**src/cpu_settings.svh**
```systemverilog
`ifndef CPU_SETTINGS_SVH
`define CPU_SETTINGS_SVH

// Datapath widths
`define CPU_DBITS       32
`define CPU_REGNO_BITS  4
`define CPU_IMM_BITS    16

`define CPU_START_PC    32'h100
`define CPU_INST_SIZE   32'd4
`define CPU_IMEM_WORDS  1024
`define CPU_DMEM_WORDS  1024

// Memory-mapped output registers
`define CPU_ADDR_HEX    32'hFFFFF000
`define CPU_ADDR_LEDR   32'hFFFFF020
`define CPU_HEX_RESET   24'hFEDEAD
`define CPU_HEX_BITS    24
`define CPU_LEDR_BITS   10

// Primary opcodes
`define CPU_OP1_ALUR    6'b000000
`define CPU_OP1_BEQ     6'b001000
`define CPU_OP1_BLT     6'b001001
`define CPU_OP1_BLE     6'b001010
`define CPU_OP1_BNE     6'b001011
`define CPU_OP1_JAL     6'b001100
`define CPU_OP1_LW      6'b010010
`define CPU_OP1_SW      6'b011010
`define CPU_OP1_ADDI    6'b100000
`define CPU_OP1_ANDI    6'b100100
`define CPU_OP1_ORI     6'b100101
`define CPU_OP1_XORI    6'b100110

// Secondary opcodes, ALUR only
`define CPU_OP2_EQ      8'b00001000
`define CPU_OP2_LT      8'b00001001
`define CPU_OP2_LE      8'b00001010
`define CPU_OP2_NE      8'b00001011
`define CPU_OP2_ADD     8'b00100000
`define CPU_OP2_AND     8'b00100100
`define CPU_OP2_OR      8'b00100101
`define CPU_OP2_XOR     8'b00100110
`define CPU_OP2_SUB     8'b00101000
`define CPU_OP2_NAND    8'b00101100
`define CPU_OP2_NOR     8'b00101101
`define CPU_OP2_NXOR    8'b00101110
`define CPU_OP2_RSHF    8'b00110000
`define CPU_OP2_LSHF    8'b00110001

// Write-back source select
`define CPU_WB_PC       2'b00
`define CPU_WB_MEM      2'b01
`define CPU_WB_ALU      2'b10

`endif
```
**src/isa_pkg.sv**
```systemverilog
`include "cpu_settings.svh"

package isa_pkg;

    typedef logic [`CPU_REGNO_BITS-1:0] regno_t;

    // Register form, ALUR only
    typedef struct packed {
        logic [5:0] op1;
        logic [7:0] op2;
        logic [5:0] unused;
        regno_t     rd;
        regno_t     rs;
        regno_t     rt;
    } rform_t;

    // Immediate form: branches, JAL, loads, stores, ALU immediates
    typedef struct packed {
        logic [5:0]               op1;
        logic [1:0]               unused;
        logic [`CPU_IMM_BITS-1:0] imm;
        regno_t                   rs;
        regno_t                   rt;
    } iform_t;

    typedef union packed {
        rform_t r;
        iform_t i;
    } instr_t;

endpackage

```
**src/pipe_ifs.sv**
```systemverilog
`timescale 1ns/1ps
`include "cpu_settings.svh"

// Register file ports, read by decode and written from the memory latch
interface regfile_if;
    isa_pkg::regno_t        rs;
    isa_pkg::regno_t        rt;
    logic [`CPU_DBITS-1:0]  rs_val;
    logic [`CPU_DBITS-1:0]  rt_val;
    logic                   we;
    isa_pkg::regno_t        waddr;
    logic [`CPU_DBITS-1:0]  wdata;

    modport decode (output rs, output rt, input rs_val, input rt_val);
    modport wb     (output we, output waddr, output wdata);
    modport rf     (input rs, input rt, input we, input waddr, input wdata,
                    output rs_val, output rt_val);
endinterface


```
**src/reg_file.sv**
```systemverilog
`timescale 1ns/1ps
`include "cpu_settings.svh"

module reg_file (
    input  logic    clk,
    input  logic    reset,
    regfile_if.rf   rf
);

    localparam int NREGS = 1 << `CPU_REGNO_BITS;

    logic [`CPU_DBITS-1:0] regs [NREGS];

    // Write in the middle of the cycle so decode sees it before the next edge
    always_ff @(negedge clk or posedge reset) begin
        if (reset) begin
            regs <= '{default: '0};
        end else if (rf.we) begin
            regs[rf.waddr] <= rf.wdata;
        end
    end

    assign rf.rs_val = regs[rf.rs];
    assign rf.rt_val = regs[rf.rt];

endmodule

```
**src/flat_wrapper.sv**
```systemverilog
// flat-port wrapper written by rule: the top's interface ports become plain ports
module reg_file_flat 
  (clk, reset, rf_rs, rf_rt, rf_we, rf_waddr, rf_wdata, rf_rs_val, rf_rt_val);
  regfile_if rf_i ();
  input  logic clk;
  input  logic reset;
  input wire logic [$bits(rf_i.rs)-1:0] rf_rs;
  input wire logic [$bits(rf_i.rt)-1:0] rf_rt;
  input wire logic [$bits(rf_i.we)-1:0] rf_we;
  input wire logic [$bits(rf_i.waddr)-1:0] rf_waddr;
  input wire logic [$bits(rf_i.wdata)-1:0] rf_wdata;
  output wire logic [$bits(rf_i.rs_val)-1:0] rf_rs_val;
  output wire logic [$bits(rf_i.rt_val)-1:0] rf_rt_val;
  assign rf_i.rs = rf_rs;
  assign rf_i.rt = rf_rt;
  assign rf_i.we = rf_we;
  assign rf_i.waddr = rf_waddr;
  assign rf_i.wdata = rf_wdata;
  assign rf_rs_val = rf_i.rs_val;
  assign rf_rt_val = rf_i.rt_val;
  reg_file u_core (.clk(clk), .reset(reset), .rf(rf_i));
endmodule
```
**config.mk**
```make
export PLATFORM = sky130hd
export DESIGN_NAME = reg_file_flat
export DESIGN_NICKNAME = d
export VERILOG_FILES = /design/src/isa_pkg.sv /design/src/pipe_ifs.sv /design/src/reg_file.sv /design/src/flat_wrapper.sv
export VERILOG_INCLUDE_DIRS = /design/src /design/src/src
export SDC_FILE = /design/constraint.sdc
export NUM_CORES = 1
export LEC_CHECK = 0
export BUFFER_PORTS_ARGS = -buffer_cell sky130_fd_sc_hd__buf_2
export CAP_MARGIN = 20
export CORE_ASPECT_RATIO = 1.5
export CORE_MARGIN = 1.5
export CORE_UTILIZATION = 58
export CTS_BUF_LIST = sky130_fd_sc_hd__clkbuf_4 sky130_fd_sc_hd__clkbuf_8
export CTS_CLUSTER_SIZE = 30
export DETAILED_ROUTE_END_ITERATION = 8
export PLACE_DENSITY = 0.88
export SETUP_SLACK_MARGIN = 0.2
export SLEW_MARGIN = 20
export SYNTH_ARGS = -nofsm -noshare
export SYNTH_HDL_FRONTEND = slang
export SYNTH_SLANG_ARGS = --single-unit
```
**constraint.sdc**
```tcl
create_clock -name clk -period 15.2 [get_ports clk]
set_input_delay 2.28 -clock clk [delete_from_list [all_inputs] [get_ports clk]]
set_output_delay 2.28 -clock clk [all_outputs]
set_load 0.02 [all_outputs]
```
# After elaboration in Yosys (flattened, before gate mapping)
# Index checks and enable logic that the tools add are counted.
[classes]
bitwise_logic = 3
reduce_logical = 1
muxes = 9
n_lt_le_gt_ge = 4
[ops]
columns = ["cell", "count"]
rows = [
  ["bitwise mux 512 bit", 1],
  ["binary-select mux 32 bit (select 4 bit)", 2],
  ["two-way mux 32 bit", 5],
  ["demux 32 bit (select 4 bit)", 1],
  [">= comparator 5 bit (second input constant)", 3],
  ["inverter 4 -> 5 bit", 3],
  ["less-than comparator 5 x 1 -> 1 bit (second input constant)", 1],
  ["logical AND 1 bit", 1],
]
[word_totals]
out_inout_bits = 64
reg_bits = 512

# Logic depth before layout (Yosys ltp)
# Gate-level depths: netlist of run 1.
[logic_depth]
word_depth = 6
mapped_depth = 6
mapped_depth_nobuf = 3

==> flow_metrics.py, run 1 <==
metrics = {
    "critical_path": {
        "critPathMaxFanout": 3,
        "reg2reg_depth": 1,
        "reg2reg_to": "u_core.regs[305]$_DFFE_NP0P_",
        "crit_start": "u_core.regs[305]$_DFFE_NP0P_",
        "arrival_ns": 9.74,
        "cp-endpoint": "rf_rs_val[17]",
        "crit_path_end_kind": "output port",
        "reg2reg_slack_ns": 14.32,
        "critical_path_class": "register to output port",
        "required_ns": 12.92,
        "worstSetupStartpointType": "register",
        "r2r_start": "u_core.regs[305]$_DFFE_NP0P_",
    },
    "sta": {
        "maxSlewHeadroom_pct": 21.5,
        "tns_ns": 0,
        "rsz0062_at_grt": "no",
        "finalClockSkew_ns": 0,
        "setup_viol": 0,
        "drv_slew": 0,
        "hold_slack_ns": 0.464,
        "worst_pin_slew_ns": 1.18,
        "finalHoldViolCount": 0,
    },
    "place": {
        "routabilityCongestion": 0.739,
        "port_buffers": 110,
        "dp_hpwl_mm": 36.2,
    },
    "grt": {
        "grt_overflow": 0,
        "antenna_found_initial": 4,
        "grt_start_max_net_pins": 188,
        "grt_pass1_wl_mm": 105,
        "grtUsageTotal_pct": 29.7,
        "grt_pass1_vias": 18267,
    },
    "synthesis": {
        "synthFlopType": "dfrtn_1",
        "synthTopCellsByCount": "dfrtn_1 (512), mux2_2 (470), mux4_2 (256), a22oi_1 (128), clkbuf_1 (92)",
        "yosys.cell_count.top_type": "dfrtn_1",
        "yosysWarnings": 0,
        "yosysTopAreaCell": "dfrtn_1",
        "ys_seq_elements": 512,
        "async_reset_ff_share_pct": 100,
        "synthCells": 1681,
        "syn_nets": 1728,
        "synth_top_cell_area_share_pct": 48.1,
        "synth_edf_count": 0,
        "synth.distinct_cells": 23,
        "ys_seq_area_share_pct": 48.1,
        "avgSynthCellArea_um2": 15.8,
        "netlist_area_um2": 26600,
        "synthTopCellsByArea": "dfrtn_1 (48%), mux4_2 (22%), mux2_2 (20%), a22oi_1 (3.6%), mux2_4 (1.7%)",
    },
    "floorplanning": {
        "initial_core_util_pct": 58.5,
        "die_height_um": 265,
        "fp.dieW_um": 178,
        "row_count": 96,
        "coreArea_um2": 45500,
        "ios": 111,
        "dieArea_um2": 47200,
    },
    "cts": {
        "post_cts_resized": 0,
        "clk_path_buf_depth": 3,
        "root_buffer": "clkbuf_8",
        "cts.sinks": 512,
        "h-tree-depth": 3,
        "clkTransAtPathRegs_ns": 0.04,
        "cts_buffers": 75,
        "cts_tree": "built",
        "cts_hold_buffers": 0,
        "clk_latency_ns": 0.58,
        "cts_post_setup_buffers_inserted": 0,
    },
    "final_layout": {
        "area_growth_pct": 9.62,
        "fin_util_pct": 64.1,
        "drive_above_1_share_pct": 59.2,
        "largest_register_ffs": 512,
        "regMostFlops": "u_core.regs",
        "top_regs": "u_core.regs x512",
        "layout.nets": 1773,
        "fill_cells": 2971,
    },
    "drt": {
        "routed_wl_mm": 68.1,
        "vias_per_cell": 7.02,
        "drtIter0Drc": 1594,
        "first_pass_iters": 5,
        "wl_per_cell_um": 28.7,
        "drc_errors": 0,
        "ant_nets": 0,
        "vias": 16646,
    },
    "flow_run": {
        "maxCapViolCount": 0,
    },
    "status": {
        "status": "finished clean",
    },
    "pwr": {
        "vdd_ir_drop_max_mv": 0.0596,
        "leakage_nw": 12.4,
        "swShare_pct": 28.5,
        "p_clk_share_pct": 28.4,
        "p_seq_share_pct": 47.4,
        "total_power_w": 0.00412,
        "p_int_w": 0.00295,
        "p_sw_w": 0.00118,
        "p_per_area_nw_per_um2": 141,
        "comb_power_share_pct": 24.2,
    },
    "min_path": {
        "hold_path.class": "register to register",
    },
}
[routing by layer]
metal  track usage [%]  up-vias  wire length [µm]
met5                 0        -                15
met4              13.9        2              2620
met3              5.56      206              5260
met2              49.6      842             35200
met1              37.5     8955             25000
li1                  -     6641                 -
[through the flow]
step           cell area (µm²)  std cells  worst slack, ns
2_1_floorplan            26600       1681            -1.40
3_3_place_gp             27600       2236             3.37
3_5_place_dp             27600       2236             3.32
4_1_cts                  29100       2365             3.27
5_1_grt                  29200       2369             3.21
6_report                 29200       2370             3.18
[worst min-delay path by stage]
stage / to / cells after the start / from / slack (ns)
4_1_cts: u_core.regs[186]$_DFFE_NP0P_ / 1 / u_core.regs[186]$_DFFE_NP0P_ / 0.46
3_3_place_gp: u_core.regs[137]$_DFFE_NP0P_ / 1 / u_core.regs[137]$_DFFE_NP0P_ / 0.44
3_5_place_dp: u_core.regs[187]$_DFFE_NP0P_ / 1 / u_core.regs[187]$_DFFE_NP0P_ / 0.46
6_report: u_core.regs[186]$_DFFE_NP0P_ / 1 / u_core.regs[186]$_DFFE_NP0P_ / 0.46
2_1_floorplan: u_core.regs[137]$_DFFE_NP0P_ / 1 / u_core.regs[137]$_DFFE_NP0P_ / 0.43
5_1_grt: u_core.regs[187]$_DFFE_NP0P_ / 1 / u_core.regs[187]$_DFFE_NP0P_ / 0.47
[critical path, stage by stage (launching register included)]
cell and delay [ns]:
dfrtn_1 0.42, mux4_2 0.56, a22oi_1 0.29, nand2_1 0.12, buf_2 0.17
[cells in the final DEF (no fill, tap or decap), types with 3 or more instances in the layout]
master | Yosys | final
nand2_1 | 66 | 65
clkinvlp_4 | 0 | 4
dfrtn_1 | 512 | 512
nor2_4 | 0 | 8
diode_2 | 0 | 4
clkbuf_4 | 0 | 19
a22oi_1 | 128 | 128
clkinv_2 | 0 | 8
mux2_1 | 12 | 12
nor3_4 | 0 | 3
buf_4 | 0 | 28
mux4_2 | 256 | 256
clkbuf_8 | 0 | 98
mux2_2 | 470 | 470
buf_2 | 71 | 106
mux2_4 | 30 | 30
nor2b_4 | 0 | 4
[cell type report]
class / instances / area [µm²] / share of cell area [%]
multi-input combinational: 995 / 13200 / 45.1
sequential: 512 / 12800 / 43.9
clock buffer: 117 / 1490 / 5.11
timing repair buffer: 141 / 861 / 2.95
tap: 588 / 736 / 2.52
clock inverter: 12 / 92.6 / 0.317
antenna: 4 / 10.0 / 0.0343
inverter: 1 / 7.51 / 0.0257
[logic make-up (layout without fill, tap and decap cells)]
group | Yosys count | in the layout | share of synthesized area, %
flops | 512 | 512 | 48.1
mux | 768 | 768 | 43.7
other cells | 0 | 4 | 0
buf+inv | 174 | 271 | 2.87
compound gates | 128 | 128 | 3.61
simple gates | 99 | 99 | 1.67
[power by group through the flow]
stage          Combinational (W)  Clock [W]  Sequential, W
3_3_place_gp            0.000949          0        0.00191
2_1_floorplan           0.000796          0        0.00188
6_report                0.000997    0.00117        0.00196
5_1_grt                  0.00106    0.00124        0.00199
4_1_cts                 0.000996    0.00118        0.00194
3_5_place_dp            0.000990          0        0.00196
No activity file was read; power rests on OpenSTA's default activity.
==> inputs of run 2 (changes only) <==
==> constraint.sdc (replaced) <==
create_clock -name clk -period 10.5 [get_ports clk]
set_input_delay 1.575 -clock clk [delete_from_list [all_inputs] [get_ports clk]]
set_output_delay 1.575 -clock clk [all_outputs]
set_load 0.02 [all_outputs]
==> run 2 against run 1 <==
  * First-iteration DRC count rose by 18%
  * Non-clock buffer count is 6 higher
  * Wire length grew 2.9%
  * Clock-buffer cell count is 2 lower
  * Worst setup slack lost 1.6 ns
  * Via count increased by 1.5%
  * Sequential share of layout area is 0.18 points lower
  * Register-to-register slack worse by 4.7 ns
  * Critical path type unchanged
  * Critical endpoint is now rf_rs_val[1]
  * Largest cell class unchanged
  * Highest routed layer unchanged
==> flow_metrics.py, run 2 (synthesis results as in run 1) <==
metrics = {
    "drt": {
        "vias_per_cell": 7.10,
        "first_pass_iters": 5,
        "vias": 16898,
        "routed_wl_mm": 70.0,
        "ant_nets": 0,
        "drtIter0Drc": 1874,
        "drc_errors": 0,
        "wl_per_cell_um": 29.4,
    },
    "final_layout": {
        "layout.nets": 1778,
        "drive_above_1_share_pct": 59.4,
        "fin_util_pct": 64.4,
        "layout_commonest_cell": "dfrtn_1",
        "largest_register_ffs": 512,
        "area_growth_pct": 10.1,
        "top_regs": "u_core.regs x512",
        "layout_common_cells": "dfrtn_1 (512), mux2_2 (470), mux4_2 (256)",
        "regMostFlops": "u_core.regs",
    },
    "cts": {
        "post_cts_resized": 0,
        "cts.sinks": 512,
        "root_buffer": "clkbuf_8",
        "cts_buffers": 74,
        "clk_latency_ns": 0.59,
        "cts_post_setup_buffers_inserted": 0,
        "cts_hold_buffers": 0,
        "cts_tree": "built",
        "clkTransAtPathRegs_ns": 0.05,
        "h-tree-depth": 3,
        "clk_path_buf_depth": 3,
    },
    "sta": {
        "finalHoldViolCount": 0,
        "maxSlewHeadroom_pct": 18.9,
        "setup_viol": 0,
        "rsz0062_at_grt": "no",
        "finalClockSkew_ns": 0,
        "drv_slew": 0,
        "worst_slack_ns": 1.53,
        "hold_slack_ns": 0.459,
        "worst_pin_slew_ns": 1.22,
    },
    "floorplanning": {
        "coreArea_um2": 45500,
        "row_count": 96,
        "dieArea_um2": 47200,
        "die_height_um": 265,
        "ios": 111,
        "fp.dieW_um": 178,
        "initial_core_util_pct": 58.5,
    },
    "place": {
        "pre_cts_ws_ns": 1.30,
        "port_buffers": 110,
        "dp_hpwl_mm": 38.6,
        "routabilityCongestion": 0.764,
    },
    "pwr": {
        "vdd_ir_drop_max_mv": 0.0951,
        "p_per_area_nw_per_um2": 207,
        "leakage_nw": 12.5,
    },
    "critical_path": {
        "reg2reg_depth": 1,
        "arrival_ns": 7.39,
        "critical_path_cell_count": 4,
        "cpPeakStageDelay_ns": 0.47,
        "cp_num_buf_inv": 1,
        "path_cells": "mux4_2 > a22oi_1 > nand2_1 > buf_2",
        "worstSetupStartpointType": "register",
        "critPathMaxFanout": 3,
        "critical_path_class": "register to output port",
        "required_ns": 8.93,
        "cpLargestDelayFamily": "multiplexers",
        "crit_path_end_kind": "output port",
        "cp_slowest_cell": "mux4_2",
    },
    "grt": {
        "grtUsageTotal_pct": 30.9,
        "antenna_found_initial": 6,
        "grt_pass1_vias": 18450,
        "grt_pass1_wl_mm": 109,
        "grt_overflow": 0,
        "grt_start_max_net_pins": 115,
    },
    "min_path": {
        "hold_path.class": "register to register",
        "hold_depth": 1,
    },
    "flow_run": {
        "maxCapViolCount": 0,
    },
    "status": {
        "status": "finished clean",
    },
}
run 2: final timing paths:
check                                             start                           end  slack [ns]
setup / recovery           u_core.regs[193]$_DFFE_NP0P_                  rf_rs_val[1]        1.53
hold / removal             u_core.regs[137]$_DFFE_NP0P_  u_core.regs[137]$_DFFE_NP0P_        0.46
setup reg to reg           u_core.regs[207]$_DFFE_NP0P_  u_core.regs[207]$_DFFE_NP0P_        9.64
hold reg to reg            u_core.regs[137]$_DFFE_NP0P_  u_core.regs[137]$_DFFE_NP0P_        0.46
max in group asynchronous                         reset  u_core.regs[122]$_DFFE_NP0P_        2.87
min in group asynchronous                         reset  u_core.regs[172]$_DFFE_NP0P_        6.32
run 2: through the flow:
stage	cell area, µm²	std cells	setup TNS, ns	total power [W]
global route	29300	2380	0	0.00630
finish	29300	2380	0	0.00606
floorplan	26600	1681	-1561.46	0.00387
detailed placement	27600	2243	0	0.00428
CTS	29300	2376	0	0.00606
global placement	27600	2243	0	0.00415
run 2: layout make-up:
cell class	count	area, µm²
fillers	2971	16200
multi-input cells	995	13200
flip-flops and latches	512	12800
clock buffers	115	1480
repair buffers	147	896
well taps	588	736
clock inverters	18	185
diodes	4	10.0
inverters	1	7.51
run 2: routing by layer:
layer | global-route usage [%] | up-vias | part of all wire (%)
met5 | 0 | - | 0.037
met4 | 15.2 | 4 | 4.3
met3 | 5.47 | 225 | 8.2
met2 | 50.9 | 951 | 52
met1 | 39.7 | 9050 | 36
li1 | - | 6668 | -
run 2: report_power, final:
| part | internal (W) | total, W | switching (W) | leakage (nW) |
|---|---|---|---|---|
| Combinational | 0.000862 | 0.00145 | 0.000585 | 5.32 |
| Sequential | 0.00248 | 0.00284 | 0.000363 | 6.28 |
| Clock | 0.000978 | 0.00177 | 0.000794 | 0.874 |
