`config.mk`:
```
export PLATFORM = sky130hd
export DESIGN_NAME = decode_stage_flat
export DESIGN_NICKNAME = d
export VERILOG_FILES = /design/src/isa_pkg.sv /design/src/pipe_ifs.sv /design/src/decode_stage.sv /design/src/flat_wrapper.sv
export VERILOG_INCLUDE_DIRS = /design/src /design/src/src
export SDC_FILE = /design/constraint.sdc
export NUM_CORES = 1
export LEC_CHECK = 0
export BUFFER_PORTS_ARGS = -buffer_cell sky130_fd_sc_hd__buf_2
export CAP_MARGIN = 20
export CORE_AREA = 4 4 162 164
export DETAILED_ROUTE_END_ITERATION = 8
export DIE_AREA = 0 0 166 168
export MAX_ROUTING_LAYER = met4
export PLACE_DENSITY = 0.52
export SLEW_MARGIN = 40
export SYNTH_ARGS = -nofsm -noshare
export SYNTH_HDL_FRONTEND = slang
export SYNTH_SLANG_ARGS = --single-unit
export TNS_END_PERCENT = 10
```
`constraint.sdc`:
```
create_clock -name clk -period 3.55 [get_ports clk]
set_input_delay 0.1775 -clock clk [delete_from_list [all_inputs] [get_ports clk]]
set_output_delay 0.1775 -clock clk [all_outputs]
set_load 0.01 [all_outputs]
```
`src/cpu_settings.svh`:
```
`ifndef CPU_SETTINGS_SVH
`define CPU_SETTINGS_SVH

// Datapath widths
`define CPU_DBITS       32
`define CPU_REGNO_BITS  4
`define CPU_IMM_BITS    16

`define CPU_START_PC    32'h100
`define CPU_INST_SIZE   32'd4
`define CPU_IMEM_WORDS  1024
`define CPU_DMEM_WORDS  1024

// Memory-mapped output registers
`define CPU_ADDR_HEX    32'hFFFFF000
`define CPU_ADDR_LEDR   32'hFFFFF020
`define CPU_HEX_RESET   24'hFEDEAD
`define CPU_HEX_BITS    24
`define CPU_LEDR_BITS   10

// Primary opcodes
`define CPU_OP1_ALUR    6'b000000
`define CPU_OP1_BEQ     6'b001000
`define CPU_OP1_BLT     6'b001001
`define CPU_OP1_BLE     6'b001010
`define CPU_OP1_BNE     6'b001011
`define CPU_OP1_JAL     6'b001100
`define CPU_OP1_LW      6'b010010
`define CPU_OP1_SW      6'b011010
`define CPU_OP1_ADDI    6'b100000
`define CPU_OP1_ANDI    6'b100100
`define CPU_OP1_ORI     6'b100101
`define CPU_OP1_XORI    6'b100110

// Secondary opcodes, ALUR only
`define CPU_OP2_EQ      8'b00001000
`define CPU_OP2_LT      8'b00001001
`define CPU_OP2_LE      8'b00001010
`define CPU_OP2_NE      8'b00001011
`define CPU_OP2_ADD     8'b00100000
`define CPU_OP2_AND     8'b00100100
`define CPU_OP2_OR      8'b00100101
`define CPU_OP2_XOR     8'b00100110
`define CPU_OP2_SUB     8'b00101000
`define CPU_OP2_NAND    8'b00101100
`define CPU_OP2_NOR     8'b00101101
`define CPU_OP2_NXOR    8'b00101110
`define CPU_OP2_RSHF    8'b00110000
`define CPU_OP2_LSHF    8'b00110001

// Write-back source select
`define CPU_WB_PC       2'b00
`define CPU_WB_MEM      2'b01
`define CPU_WB_ALU      2'b10

`endif
```
`src/isa_pkg.sv`:
```
`include "cpu_settings.svh"

package isa_pkg;

    typedef logic [`CPU_REGNO_BITS-1:0] regno_t;

    // Register form, ALUR only
    typedef struct packed {
        logic [5:0] op1;
        logic [7:0] op2;
        logic [5:0] unused;
        regno_t     rd;
        regno_t     rs;
        regno_t     rt;
    } rform_t;

    // Immediate form: branches, JAL, loads, stores, ALU immediates
    typedef struct packed {
        logic [5:0]               op1;
        logic [1:0]               unused;
        logic [`CPU_IMM_BITS-1:0] imm;
        regno_t                   rs;
        regno_t                   rt;
    } iform_t;

    typedef union packed {
        rform_t r;
        iform_t i;
    } instr_t;

endpackage

```
`src/pipe_ifs.sv`:
```
`timescale 1ns/1ps
`include "cpu_settings.svh"

// Register file ports, read by decode and written from the memory latch
interface regfile_if;
    isa_pkg::regno_t        rs;
    isa_pkg::regno_t        rt;
    logic [`CPU_DBITS-1:0]  rs_val;
    logic [`CPU_DBITS-1:0]  rt_val;
    logic                   we;
    isa_pkg::regno_t        waddr;
    logic [`CPU_DBITS-1:0]  wdata;

    modport decode (output rs, output rt, input rs_val, input rt_val);
    modport wb     (output we, output waddr, output wdata);
    modport rf     (input rs, input rt, input we, input waddr, input wdata,
                    output rs_val, output rt_val);
endinterface

// Decode latch contents
interface id_ex_if;
    isa_pkg::instr_t        instr;
    logic [`CPU_DBITS-1:0]  rs_val;
    logic [`CPU_DBITS-1:0]  rt_val;
    logic [`CPU_DBITS-1:0]  imm;      // Sign extended
    logic [`CPU_DBITS-1:0]  pc_next;
    isa_pkg::regno_t        dst_reg;
    logic                   reg_we;
    logic                   mem_we;
    logic [1:0]             wb_sel;

    modport src (output instr, output rs_val, output rt_val, output imm, output pc_next,
                 output dst_reg, output reg_we, output mem_we, output wb_sel);
    modport dst (input instr, input rs_val, input rt_val, input imm, input pc_next,
                 input dst_reg, input reg_we, input mem_we, input wb_sel);
endinterface

// Execute latch contents
interface ex_mem_if;
    logic [`CPU_DBITS-1:0]  alu_out;
    logic [`CPU_DBITS-1:0]  store_val;
    logic [`CPU_DBITS-1:0]  pc_next;
    isa_pkg::regno_t        dst_reg;
    logic                   reg_we;
    logic                   mem_we;
    logic [1:0]             wb_sel;

    modport src (output alu_out, output store_val, output pc_next, output dst_reg,
                 output reg_we, output mem_we, output wb_sel);
    modport dst (input alu_out, input store_val, input pc_next, input dst_reg,
                 input reg_we, input mem_we, input wb_sel);
endinterface

```
`src/decode_stage.sv`:
```
`timescale 1ns/1ps
`include "cpu_settings.svh"

module decode_stage (
    input  logic                    clk,
    input  logic                    reset,
    input  isa_pkg::instr_t         instr,
    input  logic [`CPU_DBITS-1:0]   pc_next,
    regfile_if.decode               rf,
    input  logic                    redirect,
    input  isa_pkg::regno_t         mem_dst,
    input  logic                    mem_reg_we,
    ex_mem_if.dst                   exm,
    id_ex_if.src                    out,
    output logic                    stall
);

    logic                   reg_we;
    logic                   mem_we;
    logic [1:0]             wb_sel;
    logic                   dst_is_rd;
    logic                   uses_rt;
    logic [`CPU_DBITS-1:0]  imm_sx;
    isa_pkg::regno_t        dst;
    logic                   rs_busy;
    logic                   rt_busy;

    // True when register r is still to be written by an older instruction
    function automatic logic pending(isa_pkg::regno_t r, isa_pkg::regno_t d, logic we);
        return (r != '0) && we && (r == d);
    endfunction

    assign rf.rs = instr.r.rs;
    assign rf.rt = instr.r.rt;

    assign imm_sx = {{(`CPU_DBITS-`CPU_IMM_BITS){instr.i.imm[`CPU_IMM_BITS-1]}}, instr.i.imm};
    assign dst    = dst_is_rd ? instr.r.rd : instr.r.rt;

    always_comb begin
        reg_we    = 1'b0;
        mem_we    = 1'b0;
        wb_sel    = `CPU_WB_ALU;
        dst_is_rd = 1'b0;
        uses_rt   = 1'b0;
        case (instr.r.op1)
            `CPU_OP1_ALUR: begin
                reg_we    = (instr.r.op2 != '0);   // All-zero word is a bubble
                dst_is_rd = 1'b1;
                uses_rt   = 1'b1;
            end
            `CPU_OP1_BEQ, `CPU_OP1_BLT, `CPU_OP1_BLE, `CPU_OP1_BNE: begin
                uses_rt = 1'b1;
            end
            `CPU_OP1_JAL: begin
                reg_we = 1'b1;
                wb_sel = `CPU_WB_PC;
            end
            `CPU_OP1_LW: begin
                reg_we = 1'b1;
                wb_sel = `CPU_WB_MEM;
            end
            `CPU_OP1_SW: begin
                mem_we  = 1'b1;
                uses_rt = 1'b1;
            end
            `CPU_OP1_ADDI, `CPU_OP1_ANDI, `CPU_OP1_ORI, `CPU_OP1_XORI: begin
                reg_we = 1'b1;
            end
            default: ;
        endcase
    end

    // Read-after-write check against decode, execute and memory latches
    assign rs_busy = pending(instr.r.rs, out.dst_reg, out.reg_we) ||
                     pending(instr.r.rs, exm.dst_reg, exm.reg_we) ||
                     pending(instr.r.rs, mem_dst, mem_reg_we);
    assign rt_busy = pending(instr.r.rt, out.dst_reg, out.reg_we) ||
                     pending(instr.r.rt, exm.dst_reg, exm.reg_we) ||
                     pending(instr.r.rt, mem_dst, mem_reg_we);
    assign stall   = rs_busy || (uses_rt && rt_busy);

    always_ff @(posedge clk or posedge reset) begin
        if (reset) begin
            out.instr  <= '0;
            out.reg_we <= 1'b0;
            out.mem_we <= 1'b0;
        end else if (stall || redirect) begin
            out.instr  <= '0;                      // Bubble
            out.reg_we <= 1'b0;
            out.mem_we <= 1'b0;
        end else begin
            out.instr  <= instr;
            out.reg_we <= reg_we;
            out.mem_we <= mem_we;
        end
    end

    // Operands and fields, don't care under a bubble
    always_ff @(posedge clk) begin
        out.rs_val  <= rf.rs_val;
        out.rt_val  <= rf.rt_val;
        out.imm     <= imm_sx;
        out.pc_next <= pc_next;
        out.dst_reg <= dst;
        out.wb_sel  <= wb_sel;
    end

endmodule

```
`src/flat_wrapper.sv`:
```
// flat-port wrapper written by rule: the top's interface ports become plain ports
module decode_stage_flat 
  (clk, reset, instr, pc_next, redirect, mem_dst, mem_reg_we, stall, rf_rs, rf_rt, rf_rs_val, rf_rt_val, exm_alu_out, exm_store_val, exm_pc_next, exm_dst_reg, exm_reg_we, exm_mem_we, exm_wb_sel, out_instr, out_rs_val, out_rt_val, out_imm, out_pc_next, out_dst_reg, out_reg_we, out_mem_we, out_wb_sel);
  regfile_if rf_i ();
  ex_mem_if exm_i ();
  id_ex_if out_i ();
  input  logic clk;
  input  logic reset;
  input  isa_pkg::instr_t instr;
  input  logic [`CPU_DBITS-1:0] pc_next;
  input  logic redirect;
  input  isa_pkg::regno_t mem_dst;
  input  logic mem_reg_we;
  output logic stall;
  output wire logic [$bits(rf_i.rs)-1:0] rf_rs;
  output wire logic [$bits(rf_i.rt)-1:0] rf_rt;
  input wire logic [$bits(rf_i.rs_val)-1:0] rf_rs_val;
  input wire logic [$bits(rf_i.rt_val)-1:0] rf_rt_val;
  input wire logic [$bits(exm_i.alu_out)-1:0] exm_alu_out;
  input wire logic [$bits(exm_i.store_val)-1:0] exm_store_val;
  input wire logic [$bits(exm_i.pc_next)-1:0] exm_pc_next;
  input wire logic [$bits(exm_i.dst_reg)-1:0] exm_dst_reg;
  input wire logic [$bits(exm_i.reg_we)-1:0] exm_reg_we;
  input wire logic [$bits(exm_i.mem_we)-1:0] exm_mem_we;
  input wire logic [$bits(exm_i.wb_sel)-1:0] exm_wb_sel;
  output wire logic [$bits(out_i.instr)-1:0] out_instr;
  output wire logic [$bits(out_i.rs_val)-1:0] out_rs_val;
  output wire logic [$bits(out_i.rt_val)-1:0] out_rt_val;
  output wire logic [$bits(out_i.imm)-1:0] out_imm;
  output wire logic [$bits(out_i.pc_next)-1:0] out_pc_next;
  output wire logic [$bits(out_i.dst_reg)-1:0] out_dst_reg;
  output wire logic [$bits(out_i.reg_we)-1:0] out_reg_we;
  output wire logic [$bits(out_i.mem_we)-1:0] out_mem_we;
  output wire logic [$bits(out_i.wb_sel)-1:0] out_wb_sel;
  assign rf_rs = rf_i.rs;
  assign rf_rt = rf_i.rt;
  assign rf_i.rs_val = rf_rs_val;
  assign rf_i.rt_val = rf_rt_val;
  assign exm_i.alu_out = exm_alu_out;
  assign exm_i.store_val = exm_store_val;
  assign exm_i.pc_next = exm_pc_next;
  assign exm_i.dst_reg = exm_dst_reg;
  assign exm_i.reg_we = exm_reg_we;
  assign exm_i.mem_we = exm_mem_we;
  assign exm_i.wb_sel = exm_wb_sel;
  assign out_instr = out_i.instr;
  assign out_rs_val = out_i.rs_val;
  assign out_rt_val = out_i.rt_val;
  assign out_imm = out_i.imm;
  assign out_pc_next = out_i.pc_next;
  assign out_dst_reg = out_i.dst_reg;
  assign out_reg_we = out_i.reg_we;
  assign out_mem_we = out_i.mem_we;
  assign out_wb_sel = out_i.wb_sel;
  decode_stage u_core (.clk(clk), .reset(reset), .instr(instr), .pc_next(pc_next), .rf(rf_i), .redirect(redirect), .mem_dst(mem_dst), .mem_reg_we(mem_reg_we), .exm(exm_i), .out(out_i), .stall(stall));
endmodule
```
Word level (Yosys, flattened, before mapping)
Cells that the tools add are included.
{"block": "word_totals", "reg_bits": 152, "latch_bits": 0, "ram_bits": 0, "mem_bits_ro": 0, "inputBits": 240, "word_cells": 60, "memories": 0}
{"block": "classes", "add_sub_neg": 0, "multipliers": 0, "n_div": 0, "order_cmp": 0, "eq_ne": 17, "shift": 0, "mux": 9, "bitwise_logic": 0, "n_reduce_logical": 25}
{"cell": "$mux 32", "count": 1}
{"cell": "$eq 6x4->1 const B", "count": 5}
{"cell": "$eq 4x4->1", "count": 6}
{"cell": "$eq 6x6->1 const B", "count": 4}
{"cell": "$logic_and 1x1->1", "count": 13}
{"cell": "$eq 6x5->1 const B", "count": 2}
{"cell": "$reduce_or 6->1", "count": 2}
{"cell": "$reduce_bool 4->1", "count": 2}
{"cell": "$reduce_bool 8->1", "count": 1}
{"cell": "$logic_not 6->1", "count": 1}
{"cell": "$logic_or 1x1->1", "count": 6}
{"cell": "$mux 1", "count": 5}
{"cell": "$mux 4", "count": 1}
{"cell": "$pmux 2 s2", "count": 1}
{"cell": "$pmux 1 s2", "count": 1}

Depth between registers and ports, before layout
{"block": "logic_depth", "depth_word": 9, "depth_mapped": 7, "depth_no_buf": 5}

Worst setup path after synthesis
No wires, ideal clock.
{"block": "synth_timing", "kind": "input port to output port", "from": "input port instr[1] in the netlist's numbering", "to": "output port stall", "arrival_time_ps": 1403, "setup_slack_ps": 1969, "cell_stages": 7, "path_buffers": 2, "path_cell_list": "buf_2 -> nor3_2 -> or3_1 -> a21oi_1 -> o311a_4 -> buf_6 -> nand3b_1"}
{"block": "synth_via", "elab_chain_cells": 7, "elab_cells_between_ends": 14, "cone_classes": "eq/ne: 3; reduce/logical: 11"}
{"item": "from (decl)", "line": "flat_wrapper.sv:9", "rtl": "input isa_pkg::instr_t instr;"}
{"item": "$reduce_bool 4->1", "line": "decode_stage.sv:30", "rtl": "return (r != '0) && we && (r == d);"}
{"item": "$logic_and 1x1->1 (2 in a row)", "line": "decode_stage.sv:30"}
{"item": "$logic_or 1x1->1", "line": "decode_stage.sv:77", "rtl": "assign rt_busy = pending(instr.r.rt, out.dst_reg, out.reg_we) ||"}
{"item": "$logic_or 1x1->1 (*)", "line": "decode_stage.sv:78", "rtl": "pending(instr.r.rt, exm.dst_reg, exm.reg_we) ||"}
{"item": "$logic_and 1x1->1 (*)", "line": "decode_stage.sv:80", "rtl": "assign stall = rs_busy || (uses_rt && rt_busy);"}
{"item": "$logic_or 1x1->1 (*)", "line": "decode_stage.sv:80"}
{"item": "to (decl)", "line": "flat_wrapper.sv:14", "rtl": "output logic stall;"}
Every way passes the cells marked *; elsewhere a longest branch is shown, timed or not.

Worst setup path after layout
{"block": "layout_timing", "from": "register u_core.out.dst_reg[0]", "to": "output port stall"}
{"block": "layout_via", "elab_chain_cells": 6, "elab_cells_between_ends": 10, "cone_classes": "eq/ne: 2; reduce/logical: 8"}
{"item": "from (decl)", "line": "pipe_ifs.sv:33", "rtl": "output dst_reg, output reg_we, output mem_we, output wb_sel);"}
{"item": "from (signal assigned)", "line": "decode_stage.sv:104", "rtl": "out.dst_reg <= dst;"}
{"item": "$eq 4x4->1", "line": "decode_stage.sv:30"}
{"item": "$logic_and 1x1->1", "line": "decode_stage.sv:30"}
{"item": "$logic_or 1x1->1", "line": "decode_stage.sv:77"}
{"item": "$logic_or 1x1->1", "line": "decode_stage.sv:78"}
{"item": "$logic_and 1x1->1", "line": "decode_stage.sv:80"}
{"item": "$logic_or 1x1->1 (*)", "line": "decode_stage.sv:80"}
Marks and branches as above.

==> results.yml <==
grt:
  grt_pass1_vias: 4128
  overflow: 0
  antenna_found_initial: 0
  grt_max_degree: 35
  grt_pass1_wl_mm: 24.8
  grt_usage_pct: 11.8
cells_and_area:
  final_cell_mix: "buf_2 (317), dfxtp_1 (118), dlygate4sd3_1 (114)"
  final_common_cell: "buf_2"
  num_antenna_cells: 0
  final_cells: 1058
  layout-drive-gt1-share_pct: 53.4
  nets: 955
  area_delta_synth_final_pct: 78.9
hold_path:
  hold_depth: 2
  hold_start: "instr[24]"
  hp-class: "in2reg"
  worst_hold_path.endpoint: "u_core.out.instr[24]$_DFF_PP0_"
cts:
  cts_buffer_depth: 2
  path_clk_slew_ns: 0.07
  h-tree-depth: 4
  tritoncts: "built"
  worstSkewPairLatency_ns: 0.42
  numCtsBuffers: 17
  ctsResizeCount: 0
  cts.sinks: 152
  post-cts-setup-buffers: 0
  root_buffer: "clkbuf_16"
route:
  via_per_inst: 3.58
  drtAntennaViolNets: 0
  routed_wl_mm: 16.1
  drtPass1Iterations: 4
  drc: 0
  dr.first_iter.drc_count: 116
  avgRoutedWirePerCell_um: 15.2
  vias: 3791
worst_setup_path:
  worst_r2r_endpoint: "u_core.out.instr[12]$_DFF_PP0_"
  worst-r2r-setup-slack_ns: 1.70
  rr_worst_depth: 6
  cp.required_ns: 3.37
  path_class: "reg2out"
  cp_data_arrival_time_ns: 2.30
  r2r-start: "u_core.out.dst_reg[0]$_DFF_P_"
  start_kind: "register"
  cp_max_fo: 33
  end_kind: "output pin"
die:
  die_h_um: 168
  die_width_um: 166
  num_rows: 58
  coreArea_um2: 24900
  die-area_um2: 27900
  io_pins: 417
  initial_core_util_pct: 17.7
timing:
  hold_violations: 0
  fmax_mhz: 403
  hold_ws_ns: 0.0314
  worst_pin_slew_ns: 0.643
  period_minus_slack_ns: 2.48
  rsz0062_at_grt: "no"
  final.setup_skew_ns: 0.00995
  fin_tns_setup_ns: 0
  max_slew_margin_pct: 57.2
  drv_slew: 0
  post-route-period-util_pct: 69.9
  finalSetupViolations: 0
placed_design:
  dp_hpwl_mm: 11.8
  globalplace.congestion: 0.776
  place_inst: 912
  port_buffers: 317
logic_synthesis:
  synth_seq_area_share_pct: 72.8
  synth-async-reset-ratio_pct: 22.4
  synth_top_flop_cell: "dfxtp_1"
  syn_avg_cell_area_um2: 14.7
  synth_area_leaders: "dfxtp_1 (53%), dfrtp_1 (19%), nor3b_2 (7.9%)"
  synth_area_um2: 4420
  synthDistinctLibCells: 33
  netlist_instances: 301
  yosys_warnings: 0
  synth_edf_count: 0
  yosysTopAreaCell: "dfxtp_1"
  ys_seq_elements: 152
  synth.net_count: 541
  netlist.area_leader.share_pct: 53.5
pwr:
  power.density_nw_per_um2: 529
  power_leakage_uw: 0.00378
  ir_drop_uv: 279
run_status:
  outcome: "finished, final reports clean"
run:
  cap_viol_max_count: 0
-- routing by layer --
| metal | track usage (%) | vias to the layer above | routed length (um) |
|---|---|---|---|
| met3 | 4.20 | 15 | 1200 |
| met1 | 13.3 | 1778 | 6380 |
| met4 | 3.12 | 0 | 291 |
| met5 | - | - | 0 |
| li1 | - | 1802 | - |
| met2 | 20.2 | 196 | 8260 |
-- repair_timing --
item,4_1_cts,5_1_grt
hold endpoints to repair,147,0
hold buffers,114,0
setup endpoints to repair,0,0
-- report_power, final --
part / internal, uW / leakage (uW) / switching, uW
combinational: 251 / 0.00205 / 220
sequential: 1800 / 0.00144 / 26.4
clock: 1070 / 0.000299 / 807
total: 3130 / 0.00378 / 1050
-- cells in the mapped netlist (2+ instances only) --
cell type	number
nand3_1	2
dfrtp_1	34
buf_6	5
buf_4	24
dfxtp_1	118
nor4_1	3
inv_1	3
nor3_2	2
nand4_1	5
mux2_2	4
nor3_1	4
and2_1	2
xnor2_1	18
nor3b_2	28
nand2_1	6
a21oi_1	8
nor2_1	7
or3_1	6
buf_2	8
-- critical path, stage by stage (launching register included) --
cell	delay [ns]
dfxtp_1	0.35
or3_1	0.38
a21oi_1	0.21
o311a_4	0.62
nand3b_1	0.19
buf_2	0.13
-- logic make-up after synthesis --
family	Yosys count	synth area share, %
mux	4	1.02
compound gates	14	2.30
xor+xnor	18	3.57
buf+inv	40	6.52
flops	152	72.8
fa+ha+maj	1	0.227
simple gates	72	13.6
-- how the worst max path moves through the flow --
stage	cells past startpoint	end	start	slack [ns]
after CTS	5	stall	u_core.out.dst_reg[0]$_DFF_P_	0.99
after global placement	7	u_core.out.instr[19]$_DFF_PP0_	instr[4]	1.30
after global routing	5	stall	u_core.out.dst_reg[0]$_DFF_P_	0.94
after detailed placement	7	stall	instr[2]	1.37
after floorplan	7	stall	instr[1]	1.97
final	5	stall	u_core.out.dst_reg[0]$_DFF_P_	1.07
-- metrics by stage --
step	worst slack, ns	util, %	area (um^2)	total power, uW
after global placement	1.30	24.7	6150	2240
after CTS	0.991	31.7	7900	4260
after detailed placement	1.37	24.7	6150	2240
after global routing	0.944	31.7	7900	4390
final	1.07	31.7	7900	4180
after floorplan	1.97	-	4420	2040
-- final cells by class --
cell class,instances,area (um^2)
Multi-Input combinational cell,109,920
Clock inverter,14,178
Inverter,3,13.8
Timing Repair Buffer,432,2740
Sequential cell,152,3210
Fill cell,2520,17000
Tap cell,330,413
Clock buffer,18,429
No activity file was read; power rests on OpenSTA's default activity.
